===== src/logic/csr_pkg.sv =====
package csr_pkg;

  //////////////////////////////////////////////////
  // widths and masks
  //////////////////////////////////////////////////

  localparam int XLEN = 32;

  // trap vector is word aligned, direct mode only
  localparam logic [XLEN-1:0] MTVEC_ALIGN_MASK = 32'hffff_fffc;

  //////////////////////////////////////////////////
  // csr map, opcodes, fsm states
  //////////////////////////////////////////////////

  typedef enum logic [11:0] {
    CSR_MTVEC     = 12'h305,
    CSR_MSCRATCH  = 12'h340,
    CSR_MEPC      = 12'h341,
    CSR_MCAUSE    = 12'h342,
    CSR_MTVAL     = 12'h343,
    CSR_MCYCLE    = 12'hB00,
    CSR_MINSTRET  = 12'hB02,
    CSR_MCYCLEH   = 12'hB80,
    CSR_MINSTRETH = 12'hB82
  } csr_addr_e;

  typedef enum logic [1:0] {
    CSR_RW   = 2'd0,
    CSR_RS   = 2'd1,
    CSR_RC   = 2'd2,
    CSR_MRET = 2'd3
  } csr_op_e;

  typedef enum logic [2:0] {
    ST_IDLE  = 3'd0,
    ST_READ  = 3'd1,
    ST_WRITE = 3'd2,
    ST_TRAP  = 3'd3,
    ST_RET   = 3'd4
  } csr_state_e;

  //////////////////////////////////////////////////
  // request, response and redirect bundles
  //////////////////////////////////////////////////

  // addr is raw so that unmapped addresses can reach the decode
  typedef struct packed {
    csr_op_e         op;
    logic [11:0]     addr;
    logic [XLEN-1:0] wdata;
    logic            rd_nz;
  } csr_req_t;

  typedef struct packed {
    logic [XLEN-1:0] rdata;
    logic            illegal;
    logic            written;
  } csr_rsp_t;

  typedef struct packed {
    logic            valid;
    logic [XLEN-1:0] pc;
  } redirect_t;

endpackage


===== src/logic/csr_counters.sv =====
`timescale 1ns/1ps

module csr_counters (
  input  logic                     clk_i,
  input  logic                     rst_i,
  input  logic                     retire_i,
  input  csr_pkg::csr_addr_e       rd_addr_i,
  output logic [csr_pkg::XLEN-1:0] rdata_o,
  output logic                     hit_o
);
  import csr_pkg::*;

  logic [2*XLEN-1:0] mcycle_q;
  logic [2*XLEN-1:0] minstret_q;

  //////////////////////////////////////////////////
  // free running counters
  //////////////////////////////////////////////////

  always_ff @(posedge clk_i) begin
    if (rst_i) begin
      mcycle_q   <= '0;
      minstret_q <= '0;
    end else begin
      mcycle_q <= mcycle_q + 1'b1;
      // retire_i is a level, one count per high cycle
      if (retire_i) begin
        minstret_q <= minstret_q + 1'b1;
      end
    end
  end

  // read-out, split into low and high halves
  always_comb begin
    rdata_o = '0;
    hit_o   = 1'b1;
    case (rd_addr_i)
      CSR_MCYCLE:    rdata_o = mcycle_q[XLEN-1:0];
      CSR_MCYCLEH:   rdata_o = mcycle_q[2*XLEN-1:XLEN];
      CSR_MINSTRET:  rdata_o = minstret_q[XLEN-1:0];
      CSR_MINSTRETH: rdata_o = minstret_q[2*XLEN-1:XLEN];
      default:       hit_o = 1'b0;
    endcase
  end

  // cycle count only moves forward once out of reset
  mcycle_monotonic_a: assert property (
    @(posedge clk_i) disable iff (rst_i)
    !$past(rst_i) |-> (mcycle_q >= $past(mcycle_q))
  ) else $error("mcycle went backwards");

endmodule


===== src/logic/csr_sequencer.sv =====
`timescale 1ns/1ps

module csr_sequencer (
  input  logic                     clk_i,
  input  logic                     rst_i,
  input  logic                     req_valid_i,
  input  csr_pkg::csr_req_t        req_i,
  input  logic                     trap_i,
  input  logic [csr_pkg::XLEN-1:0] trap_pc_i,
  input  logic [csr_pkg::XLEN-1:0] trap_cause_i,
  input  logic [csr_pkg::XLEN-1:0] trap_val_i,
  input  logic [csr_pkg::XLEN-1:0] trap_rdata_i,
  input  logic                     trap_hit_i,
  input  logic [csr_pkg::XLEN-1:0] cnt_rdata_i,
  input  logic                     cnt_hit_i,
  input  logic [csr_pkg::XLEN-1:0] mtvec_i,
  input  logic [csr_pkg::XLEN-1:0] mepc_i,
  output csr_pkg::csr_addr_e       rd_addr_o,
  output logic                     wr_en_o,
  output csr_pkg::csr_addr_e       wr_addr_o,
  output logic [csr_pkg::XLEN-1:0] wr_data_o,
  output logic                     trap_capture_o,
  output logic [csr_pkg::XLEN-1:0] trap_pc_o,
  output logic [csr_pkg::XLEN-1:0] trap_cause_o,
  output logic [csr_pkg::XLEN-1:0] trap_val_o,
  output logic                     done_o,
  output csr_pkg::csr_rsp_t        rsp_o,
  output csr_pkg::redirect_t       redirect_o,
  output logic                     busy_o
);
  import csr_pkg::*;

  csr_state_e      state_q;
  csr_state_e      state_d;
  csr_req_t        req_q;
  logic [XLEN-1:0] old_q;
  logic            hit_q;
  logic            is_cnt_q;
  logic [XLEN-1:0] trap_pc_q;
  logic [XLEN-1:0] trap_cause_q;
  logic [XLEN-1:0] trap_val_q;
  logic [XLEN-1:0] new_val;
  logic            do_write;
  logic            illegal;

  //////////////////////////////////////////////////
  // state machine
  //////////////////////////////////////////////////

  always_comb begin
    state_d = state_q;
    case (state_q)
      ST_IDLE: begin
        // trap wins over a request in the same cycle
        if (trap_i) begin
          state_d = ST_TRAP;
        end else if (req_valid_i) begin
          state_d = (req_i.op == CSR_MRET) ? ST_RET : ST_READ;
        end
      end
      ST_READ: state_d = ST_WRITE;
      default: state_d = ST_IDLE;
    endcase
  end

  always_ff @(posedge clk_i) begin
    if (rst_i) begin
      state_q <= ST_IDLE;
    end else begin
      state_q <= state_d;
    end
  end

  // request, trap fields and old value
  always_ff @(posedge clk_i) begin
    if (state_q == ST_IDLE && req_valid_i) begin
      req_q <= req_i;
    end
    if (state_q == ST_IDLE && trap_i) begin
      trap_pc_q    <= trap_pc_i;
      trap_cause_q <= trap_cause_i;
      trap_val_q   <= trap_val_i;
    end
    if (state_q == ST_READ) begin
      hit_q    <= trap_hit_i || cnt_hit_i;
      is_cnt_q <= cnt_hit_i;
      // counters drive zero on a miss
      old_q    <= trap_hit_i ? trap_rdata_i : cnt_rdata_i;
    end
  end

  //////////////////////////////////////////////////
  // modify step
  //////////////////////////////////////////////////

  always_comb begin
    case (req_q.op)
      CSR_RS:  new_val = old_q | req_q.wdata;
      CSR_RC:  new_val = old_q & ~req_q.wdata;
      default: new_val = req_q.wdata;
    endcase
  end

  // set/clear with a zero operand is a pure read
  assign do_write = (req_q.op == CSR_RW) || (req_q.wdata != '0);
  assign illegal  = !hit_q || (is_cnt_q && do_write);

  assign rd_addr_o = csr_addr_e'(req_q.addr);
  assign wr_addr_o = csr_addr_e'(req_q.addr);
  assign wr_data_o = new_val;
  assign wr_en_o   = (state_q == ST_WRITE) && do_write && !illegal;

  assign trap_capture_o = (state_q == ST_TRAP);
  assign trap_pc_o      = trap_pc_q;
  assign trap_cause_o   = trap_cause_q;
  assign trap_val_o     = trap_val_q;

  assign busy_o = (state_q != ST_IDLE);
  assign done_o = (state_q == ST_WRITE) || (state_q == ST_RET);

  always_comb begin
    rsp_o      = '0;
    redirect_o = '0;
    if (state_q == ST_WRITE) begin
      rsp_o.illegal = illegal;
      rsp_o.written = wr_en_o;
      rsp_o.rdata   = (req_q.rd_nz && !illegal) ? old_q : '0;
    end
    if (state_q == ST_TRAP) begin
      redirect_o.valid = 1'b1;
      redirect_o.pc    = mtvec_i;
    end
    if (state_q == ST_RET) begin
      redirect_o.valid = 1'b1;
      redirect_o.pc    = mepc_i;
    end
  end

  //////////////////////////////////////////////////
  // checks
  //////////////////////////////////////////////////

  state_legal_a: assert property (
    @(posedge clk_i) disable iff (rst_i)
    state_q inside {ST_IDLE, ST_READ, ST_WRITE, ST_TRAP, ST_RET}
  ) else $error("sequencer in an undefined state");

  // the register bank must never see both update sources at once
  wr_trap_onehot_a: assert property (
    @(posedge clk_i) disable iff (rst_i)
    !(wr_en_o && trap_capture_o)
  ) else $error("csr write and trap capture in the same cycle");

  req_while_busy_a: assert property (
    @(posedge clk_i) disable iff (rst_i)
    req_valid_i |-> !busy_o
  ) else $error("request strobe while busy, dropped");

endmodule


===== src/logic/csr_trap_regs.sv =====
`timescale 1ns/1ps

module csr_trap_regs (
  input  logic                     clk_i,
  input  logic                     rst_i,
  // read port
  input  csr_pkg::csr_addr_e       rd_addr_i,
  output logic [csr_pkg::XLEN-1:0] rdata_o,
  output logic                     hit_o,
  // csr write port
  input  logic                     wr_en_i,
  input  csr_pkg::csr_addr_e       wr_addr_i,
  input  logic [csr_pkg::XLEN-1:0] wr_data_i,
  // trap entry
  input  logic                     trap_capture_i,
  input  logic [csr_pkg::XLEN-1:0] trap_pc_i,
  input  logic [csr_pkg::XLEN-1:0] trap_cause_i,
  input  logic [csr_pkg::XLEN-1:0] trap_val_i,
  // redirect targets
  output logic [csr_pkg::XLEN-1:0] mtvec_o,
  output logic [csr_pkg::XLEN-1:0] mepc_o
);
  import csr_pkg::*;

  logic [XLEN-1:0] mtvec_q;
  logic [XLEN-1:0] mscratch_q;
  logic [XLEN-1:0] mepc_q;
  logic [XLEN-1:0] mcause_q;
  logic [XLEN-1:0] mtval_q;

  //////////////////////////////////////////////////
  // register updates
  //////////////////////////////////////////////////

  always_ff @(posedge clk_i) begin
    if (rst_i) begin
      mtvec_q    <= '0;
      mscratch_q <= '0;
      mepc_q     <= '0;
      mcause_q   <= '0;
      mtval_q    <= '0;
    end else begin
      if (wr_en_i) begin
        case (wr_addr_i)
          CSR_MTVEC:    mtvec_q <= wr_data_i & MTVEC_ALIGN_MASK;
          CSR_MSCRATCH: mscratch_q <= wr_data_i;
          CSR_MEPC:     mepc_q <= wr_data_i;
          CSR_MCAUSE:   mcause_q <= wr_data_i;
          CSR_MTVAL:    mtval_q <= wr_data_i;
          default:      ;
        endcase
      end
      // the sequencer never issues a write in the same cycle
      if (trap_capture_i) begin
        mepc_q   <= {trap_pc_i[XLEN-1:2], 2'b00};
        mcause_q <= trap_cause_i;
        mtval_q  <= trap_val_i;
      end
    end
  end

  // read decode
  always_comb begin
    rdata_o = '0;
    hit_o   = 1'b1;
    case (rd_addr_i)
      CSR_MTVEC:    rdata_o = mtvec_q;
      CSR_MSCRATCH: rdata_o = mscratch_q;
      CSR_MEPC:     rdata_o = mepc_q;
      CSR_MCAUSE:   rdata_o = mcause_q;
      CSR_MTVAL:    rdata_o = mtval_q;
      default:      hit_o = 1'b0;
    endcase
  end

  assign mtvec_o = mtvec_q;
  assign mepc_o  = mepc_q;

  mtvec_aligned_a: assert property (
    @(posedge clk_i) disable iff (rst_i)
    mtvec_q[1:0] == 2'b00
  ) else $error("mtvec lost its alignment");

endmodule


===== src/logic/csr_unit.sv =====
`timescale 1ns/1ps

module csr_unit (
  input  logic                     clk_i,
  input  logic                     rst_i,
  input  logic                     req_valid_i,
  input  csr_pkg::csr_req_t        req_i,
  input  logic                     trap_i,
  input  logic [csr_pkg::XLEN-1:0] trap_pc_i,
  input  logic [csr_pkg::XLEN-1:0] trap_cause_i,
  input  logic [csr_pkg::XLEN-1:0] trap_val_i,
  input  logic                     retire_i,
  output logic                     done_o,
  output csr_pkg::csr_rsp_t        rsp_o,
  output csr_pkg::redirect_t       redirect_o,
  output logic                     busy_o
);
  import csr_pkg::*;

  csr_addr_e       rd_addr;
  csr_addr_e       wr_addr;
  logic            wr_en;
  logic [XLEN-1:0] wr_data;
  logic            trap_capture;
  logic [XLEN-1:0] cap_pc;
  logic [XLEN-1:0] cap_cause;
  logic [XLEN-1:0] cap_val;
  logic [XLEN-1:0] trap_rdata;
  logic            trap_hit;
  logic [XLEN-1:0] cnt_rdata;
  logic            cnt_hit;
  logic [XLEN-1:0] mtvec;
  logic [XLEN-1:0] mepc;

  csr_sequencer seq_i (
    .clk_i          (clk_i),
    .rst_i          (rst_i),
    .req_valid_i    (req_valid_i),
    .req_i          (req_i),
    .trap_i         (trap_i),
    .trap_pc_i      (trap_pc_i),
    .trap_cause_i   (trap_cause_i),
    .trap_val_i     (trap_val_i),
    .trap_rdata_i   (trap_rdata),
    .trap_hit_i     (trap_hit),
    .cnt_rdata_i    (cnt_rdata),
    .cnt_hit_i      (cnt_hit),
    .mtvec_i        (mtvec),
    .mepc_i         (mepc),
    .rd_addr_o      (rd_addr),
    .wr_en_o        (wr_en),
    .wr_addr_o      (wr_addr),
    .wr_data_o      (wr_data),
    .trap_capture_o (trap_capture),
    .trap_pc_o      (cap_pc),
    .trap_cause_o   (cap_cause),
    .trap_val_o     (cap_val),
    .done_o         (done_o),
    .rsp_o          (rsp_o),
    .redirect_o     (redirect_o),
    .busy_o         (busy_o)
  );

  // read-only counters share the read address
  csr_counters cnt_i (
    .clk_i     (clk_i),
    .rst_i     (rst_i),
    .retire_i  (retire_i),
    .rd_addr_i (rd_addr),
    .rdata_o   (cnt_rdata),
    .hit_o     (cnt_hit)
  );

  csr_trap_regs regs_i (
    .clk_i          (clk_i),
    .rst_i          (rst_i),
    .rd_addr_i      (rd_addr),
    .rdata_o        (trap_rdata),
    .hit_o          (trap_hit),
    .wr_en_i        (wr_en),
    .wr_addr_i      (wr_addr),
    .wr_data_i      (wr_data),
    .trap_capture_i (trap_capture),
    .trap_pc_i      (cap_pc),
    .trap_cause_i   (cap_cause),
    .trap_val_i     (cap_val),
    .mtvec_o        (mtvec),
    .mepc_o         (mepc)
  );

endmodule

===== config.mk =====
export PLATFORM = sky130hd
export DESIGN_NAME = csr_unit
export DESIGN_NICKNAME = d
export VERILOG_FILES = /design/src/logic/csr_pkg.sv /design/src/logic/csr_counters.sv /design/src/logic/csr_sequencer.sv /design/src/logic/csr_trap_regs.sv /design/src/logic/csr_unit.sv
export SDC_FILE = /design/constraint.sdc
export NUM_CORES = 1
export LEC_CHECK = 0
export BUFFER_PORTS_ARGS = -buffer_cell sky130_fd_sc_hd__buf_2
export CAP_MARGIN = 15
export CORE_MARGIN = 2
export CORE_UTILIZATION = 61
export CTS_BUF_LIST = sky130_fd_sc_hd__clkbuf_8
export CTS_CLUSTER_SIZE = 30
export DETAILED_ROUTE_END_ITERATION = 10
export GPL_TIMING_DRIVEN = 0
export PLACE_DENSITY_LB_ADDON = 0.15
export SYNTH_ARGS = -nofsm -noshare
export SYNTH_HDL_FRONTEND = slang
export SYNTH_SLANG_ARGS = --single-unit

===== constraint.sdc =====
create_clock -name clk_i -period 4.65 [get_ports clk_i]
set_clock_uncertainty 0.05 [all_clocks]
set_input_delay 0.465 -clock clk_i [delete_from_list [all_inputs] [get_ports clk_i]]
set_output_delay 0.465 -clock clk_i [all_outputs]
set_load 0.01 [all_outputs]

# Word-level counts from Yosys, hierarchy flattened
# Cells that the tools add are included.
# word_totals
output_inout_bits,69
regBits,466
# op_classes
n_mux,23
n_bitwise,3
n_eq_ne,17
reduce_logical,29
addsub,2
# op_table
operator,n
two-way mux 32 bit,11
one-hot mux 32 bit (5 select lines),1
"adder 64 x 1 -> 64 bit, second input constant",2
one-hot mux 32 bit (4 select lines),1
two-way mux 33 bit,2
one-hot mux 32 bit (2 select lines),1
"== test 12 x 10 -> 1 bit, second input constant",5
"== test 12 bit, second input constant",4
two-way mux 34 bit,1
AND 32 bit,1
NOT 32 bit,1
OR 32 bit,1
nonzero test 32 bit,1
AND reduction 2 bit,6
two-way mux 3 bit,3
nonzero test 2 bit,4
"== test 3 x 2 -> 1 bit, second input constant",2
logical AND 1 bit,6
one-hot mux 3 bit (2 select lines),1
OR reduction 5 bit,1
"== test 2 bit, second input constant",2
logical OR 1 bit,4
OR reduction 4 bit,1
"== test 3 x 1 -> 1 bit, second input constant",1
other kinds (9),11

# Logic depth before layout (Yosys ltp)
# depth
depth_word,8
depth_mapped,10
depth_no_buf,7

# Hierarchy
# A second synthesis with hierarchy kept.
# hier_totals
cells_unflattened,2408
hier_area_um2,23598.9
# modules_own_cells
mod,seq_area_each_um2,area_each_um2,n_inst,cells_each
csr_trap_regs,3163.0,9038.7,1,1145
csr_sequencer,5375.2,7512.2,1,471
csr_counters,2562.5,7048.0,1,792

# Least setup slack after synthesis
# OpenSTA, ideal clock, no wires.
# synth_timing
path_kind,register to register
from,reg seq_i.state_q[0]
to,reg seq_i.hit_q (enable)
path_slack_ns,1.178
stages_incl_launch_ff,2
arrival_time_ns,2.948
period_less_slack_ns,3.472
path_cell_list,dfxtp_1 -> nor3b_1
# synth_via
elab_chain_cells,1
# synth_lines
element,line,text
from (decl),csr_sequencer.sv:33,csr_state_e state_q;
from (signal assigned),csr_sequencer.sv:70,state_q <= state_d;
== test 3 x 1 -> 1 bit,csr_sequencer.sv:84,if (state_q == ST_READ) begin
to (signal assigned),csr_sequencer.sv:85,hit_q <= trap_hit_i || cnt_hit_i;
to (decl),csr_sequencer.sv:37,logic hit_q;
# No other way between the ends.
# A chain may end at the register's enable or synchronous reset.

==> results by group <==
Clock tree
  – CTS max path bufs: 3
  – CTS tree: done
  – Clock slew at reported path FFs: 0.06 ns
  – Clk sink count: 464
  – CTS buffer count: 77
  – Root Buffer: clkbuf_8
  – H-tree Lvls: 3
  – Worst-skew pair later-pin latency: 0.66 ns

Worst setup path
  – CP startpoint kind: flop
  – Crit Path Class: flop to output port
  – CP Capture Type: output port
  – WP data required: 4.14 ns
  – Worst EP arrival: 3.94 ns
  – CP max FO: 10

Timing
  – Final setup margin: 0.191 ns
  – F_max: 0.224 GHz
  – Final worst path period need: 4.46 ns
  – Slew Limit Fails: 0
  – RSZ-0062 raised after global routing: no
  – WHS: 0.0676 ns
  – Fin. Hold Viols: 0
  – Measured slew at the worst slew-check pin: 1.19 ns
  – Period utilisation layout: 0.959
  – Worst rel slew slack: 0.193
  – Final Setup Violations: 0

Yosys
  – Asr flop ratio synth: 0
  – Syn Inst Count: 2139
  – Post-synth EDFFs: 175
  – Top post-synthesis cells by area: dfxtp_1, edfxtp_1, nand2_1
  – Top_reg_cell synth: dfxtp_1
  – Post-Syn Area per Cell: 9.83 µm²
  – Yosys warns: 0
  – Yosys cell types: 57
  – Share of the synthesized area in the top cell type: 0.275
  – FF+latch count, synth: 464
  – Syn_nets: 2292
  – Post-Syn Area: 0.0210 mm²
  – Post-synthesis sequential area ratio: 0.525
  – Cell taking the most area after synthesis: dfxtp_1

Detailed routing
  – Iter 0 DRT Violations: 3099
  – DRC Markers: 0
  – Detail-routed via count per cell: 6.58
  – Wirelength per Cell: 25.5 µm
  – Via Count: 20300
  – Post-route ant nets: 0
  – TritonRoute pass-1 iters: 8
  – WL final: 78600 µm

Power and ir drop
  – Leakage power total: 9.51 nW
  – VDD IR max: 0.322 mV
  – P per Cell Area: 340 mW/mm²

Cells and area
  – Nets: 2733
  – Most common cell after layout, fill and taps aside: dfxtp_1
  – Final Core Density: 0.761
  – Most frequent cells in the layout: dfxtp_1, nand2_1, buf_2
  – Syn-to-layout area delta: 22.0%
  – Share of cells above drive strength 1: 0.161
  – Final instance area: 0.0256 mm²

Floorplan
  – Row count: 67
  – Die ar.: 0.0360 mm²
  – Core Region: 0.0337 mm²
  – Die span in y: 190 µm
  – Die W: 190 µm
  – IO Pins: 217
  – Starting density of the core: 0.624

GRT
  – Initial antenna violation count: 2
  – First-pass GRT wire length: 117000 µm
  – GRT overflow: 0
  – Gr usage total: 0.433
  – Largest net degree at the start of global routing: 82
  – Via count of the first global-routing pass: 19600

Run status
  – Status: finished, final reports clean

Place
  – I/O Buffers: 213
  – Hpwl dp: 56100 µm
  – Pre-CTS setup slack: 0.152 ns
  – Placer Congestion: 1.01
  – Placed inst area: 0.0228 mm²

Worst hold path
  – Worst hold-check path type: input pin to flop

Job
  – Max-Cap Viols: 0
[state kept, by name (all words and copies together) (netlist names), 12 cells and up]
register,count
seq_i.trap_pc_o,30
regs_i.mtval_q,32
regs_i.mscratch_q,32
seq_i.rd_addr_o,12
cnt_i.mcycle_q,64
cnt_i.minstret_q,64
seq_i.req_q,35
seq_i.old_q,32
regs_i.mcause_q,32
seq_i.trap_val_o,32
regs_i.mepc_o,32
seq_i.trap_cause_o,32
regs_i.mtvec_o,30
[cell type report]
class,instances,area (µm²)
fillers,2320,8060
plain buffers,155,616
diodes,1,2.50
repair buffers,362,2580
well taps,448,561
inverters,21,78.8
flip-flops and latches,464,11000
multi-input cells,1499,9320
clock inverters,46,198
clock buffers,90,1240
[synth_stat cells (3+ instances only)]
cell type	n
ha_1	5
o31ai_1	22
a22o_1	30
clkbuf_1	130
a22oi_1	50
inv_1	21
and4_1	10
and2_1	50
nand4_1	45
o31a_1	3
o21ai_1	3
nor3b_1	3
a211oi_1	62
or2_2	7
or3_1	42
a222oi_1	21
a221oi_1	12
xnor2_1	18
edfxtp_1	175
nor2_1	132
xor2_1	43
buf_2	14
nor2b_1	3
nand2_1	234
buf_1	9
o21ai_0	93
dfxtp_1	289
nand3_1	106
o311ai_1	4
mux2_2	67
nor3_1	14
a31oi_1	52
and3_1	13
a21oi_1	175
mux2i_1	71
or4_1	23
o311a_1	3
nor4_1	25
nand2b_1	32
[critical path, cell delays in order (launching register included)]
cell and delay (ns):
edfxtp_1 0.40, inv_1 0.08, ha_1 0.19, nor4_1 0.48
nand4_1 0.22, or3_1 0.48, a2111oi_4 0.63, clkbuf_2 0.38
and2_1 0.26, buf_2 0.17
[per-layer routing]
| layer | vias up | share of wire | global-route usage |
|---|---|---|---|
| li1 | 8844 | - | - |
| met1 | 9608 | 0.37 | 0.552 |
| met2 | 1527 | 0.45 | 0.690 |
| met3 | 335 | 0.12 | 0.0978 |
| met4 | 2 | 0.062 | 0.233 |
| met5 | - | 0.00010 | 0 |
[worst paths after layout]
kind	from	endpoint	slack, ns	depth (start not counted)
setup / recovery	seq_i.req_q[45]	rsp_o[20]	0.19	9
hold / removal	req_valid_i	seq_i.state_q[0]	0.07	3
setup reg to reg	seq_i.rd_addr_o[7]	regs_i.mtval_q[26]	0.75	8
hold reg to reg	regs_i.mtval_q[23]	regs_i.mtval_q[23]	0.42	2
[cell families (layout without fill, tap and decap cells)]
family / Yosys count / in the layout / synth area share
flip-flops: 464 / 464 / 0.525
other: 0 / 1 / 0
multiplexers: 138 / 138 / 0.0697
XOR/XNOR: 61 / 61 / 0.0254
AND/OR/NAND/NOR: 755 / 755 / 0.180
AO/OA/AOI/OAI: 540 / 540 / 0.164
adder cells (fa/ha/maj): 5 / 5 / 0.00298
buffers and inverters: 176 / 674 / 0.0330
[what timing repair did]
action                                  CTS  global route
resized for setup                         3             0
endpoints found under the hold margin   142             0
buffers inserted                          1             0
endpoints found under the setup margin   32             0
hold buffers                            142             0
[power breakdown]
group	switching (W)	internal, W
Clock	0.00172	0.00176
Combinational	0.000472	0.000271
Sequential	0.000104	0.00439
Total	0.00230	0.00642
[metrics by stage]
stage	std cells	total power, W	setup TNS (ns)
after floorplan	2139	0.00487	0
after global placement	2800	0.00514	-12.93
after detailed placement	2806	0.00516	0
after CTS	3085	0.00861	0
after global routing	3085	0.00892	0
final	3086	0.00872	0
(Power assumes the default switching activity.)
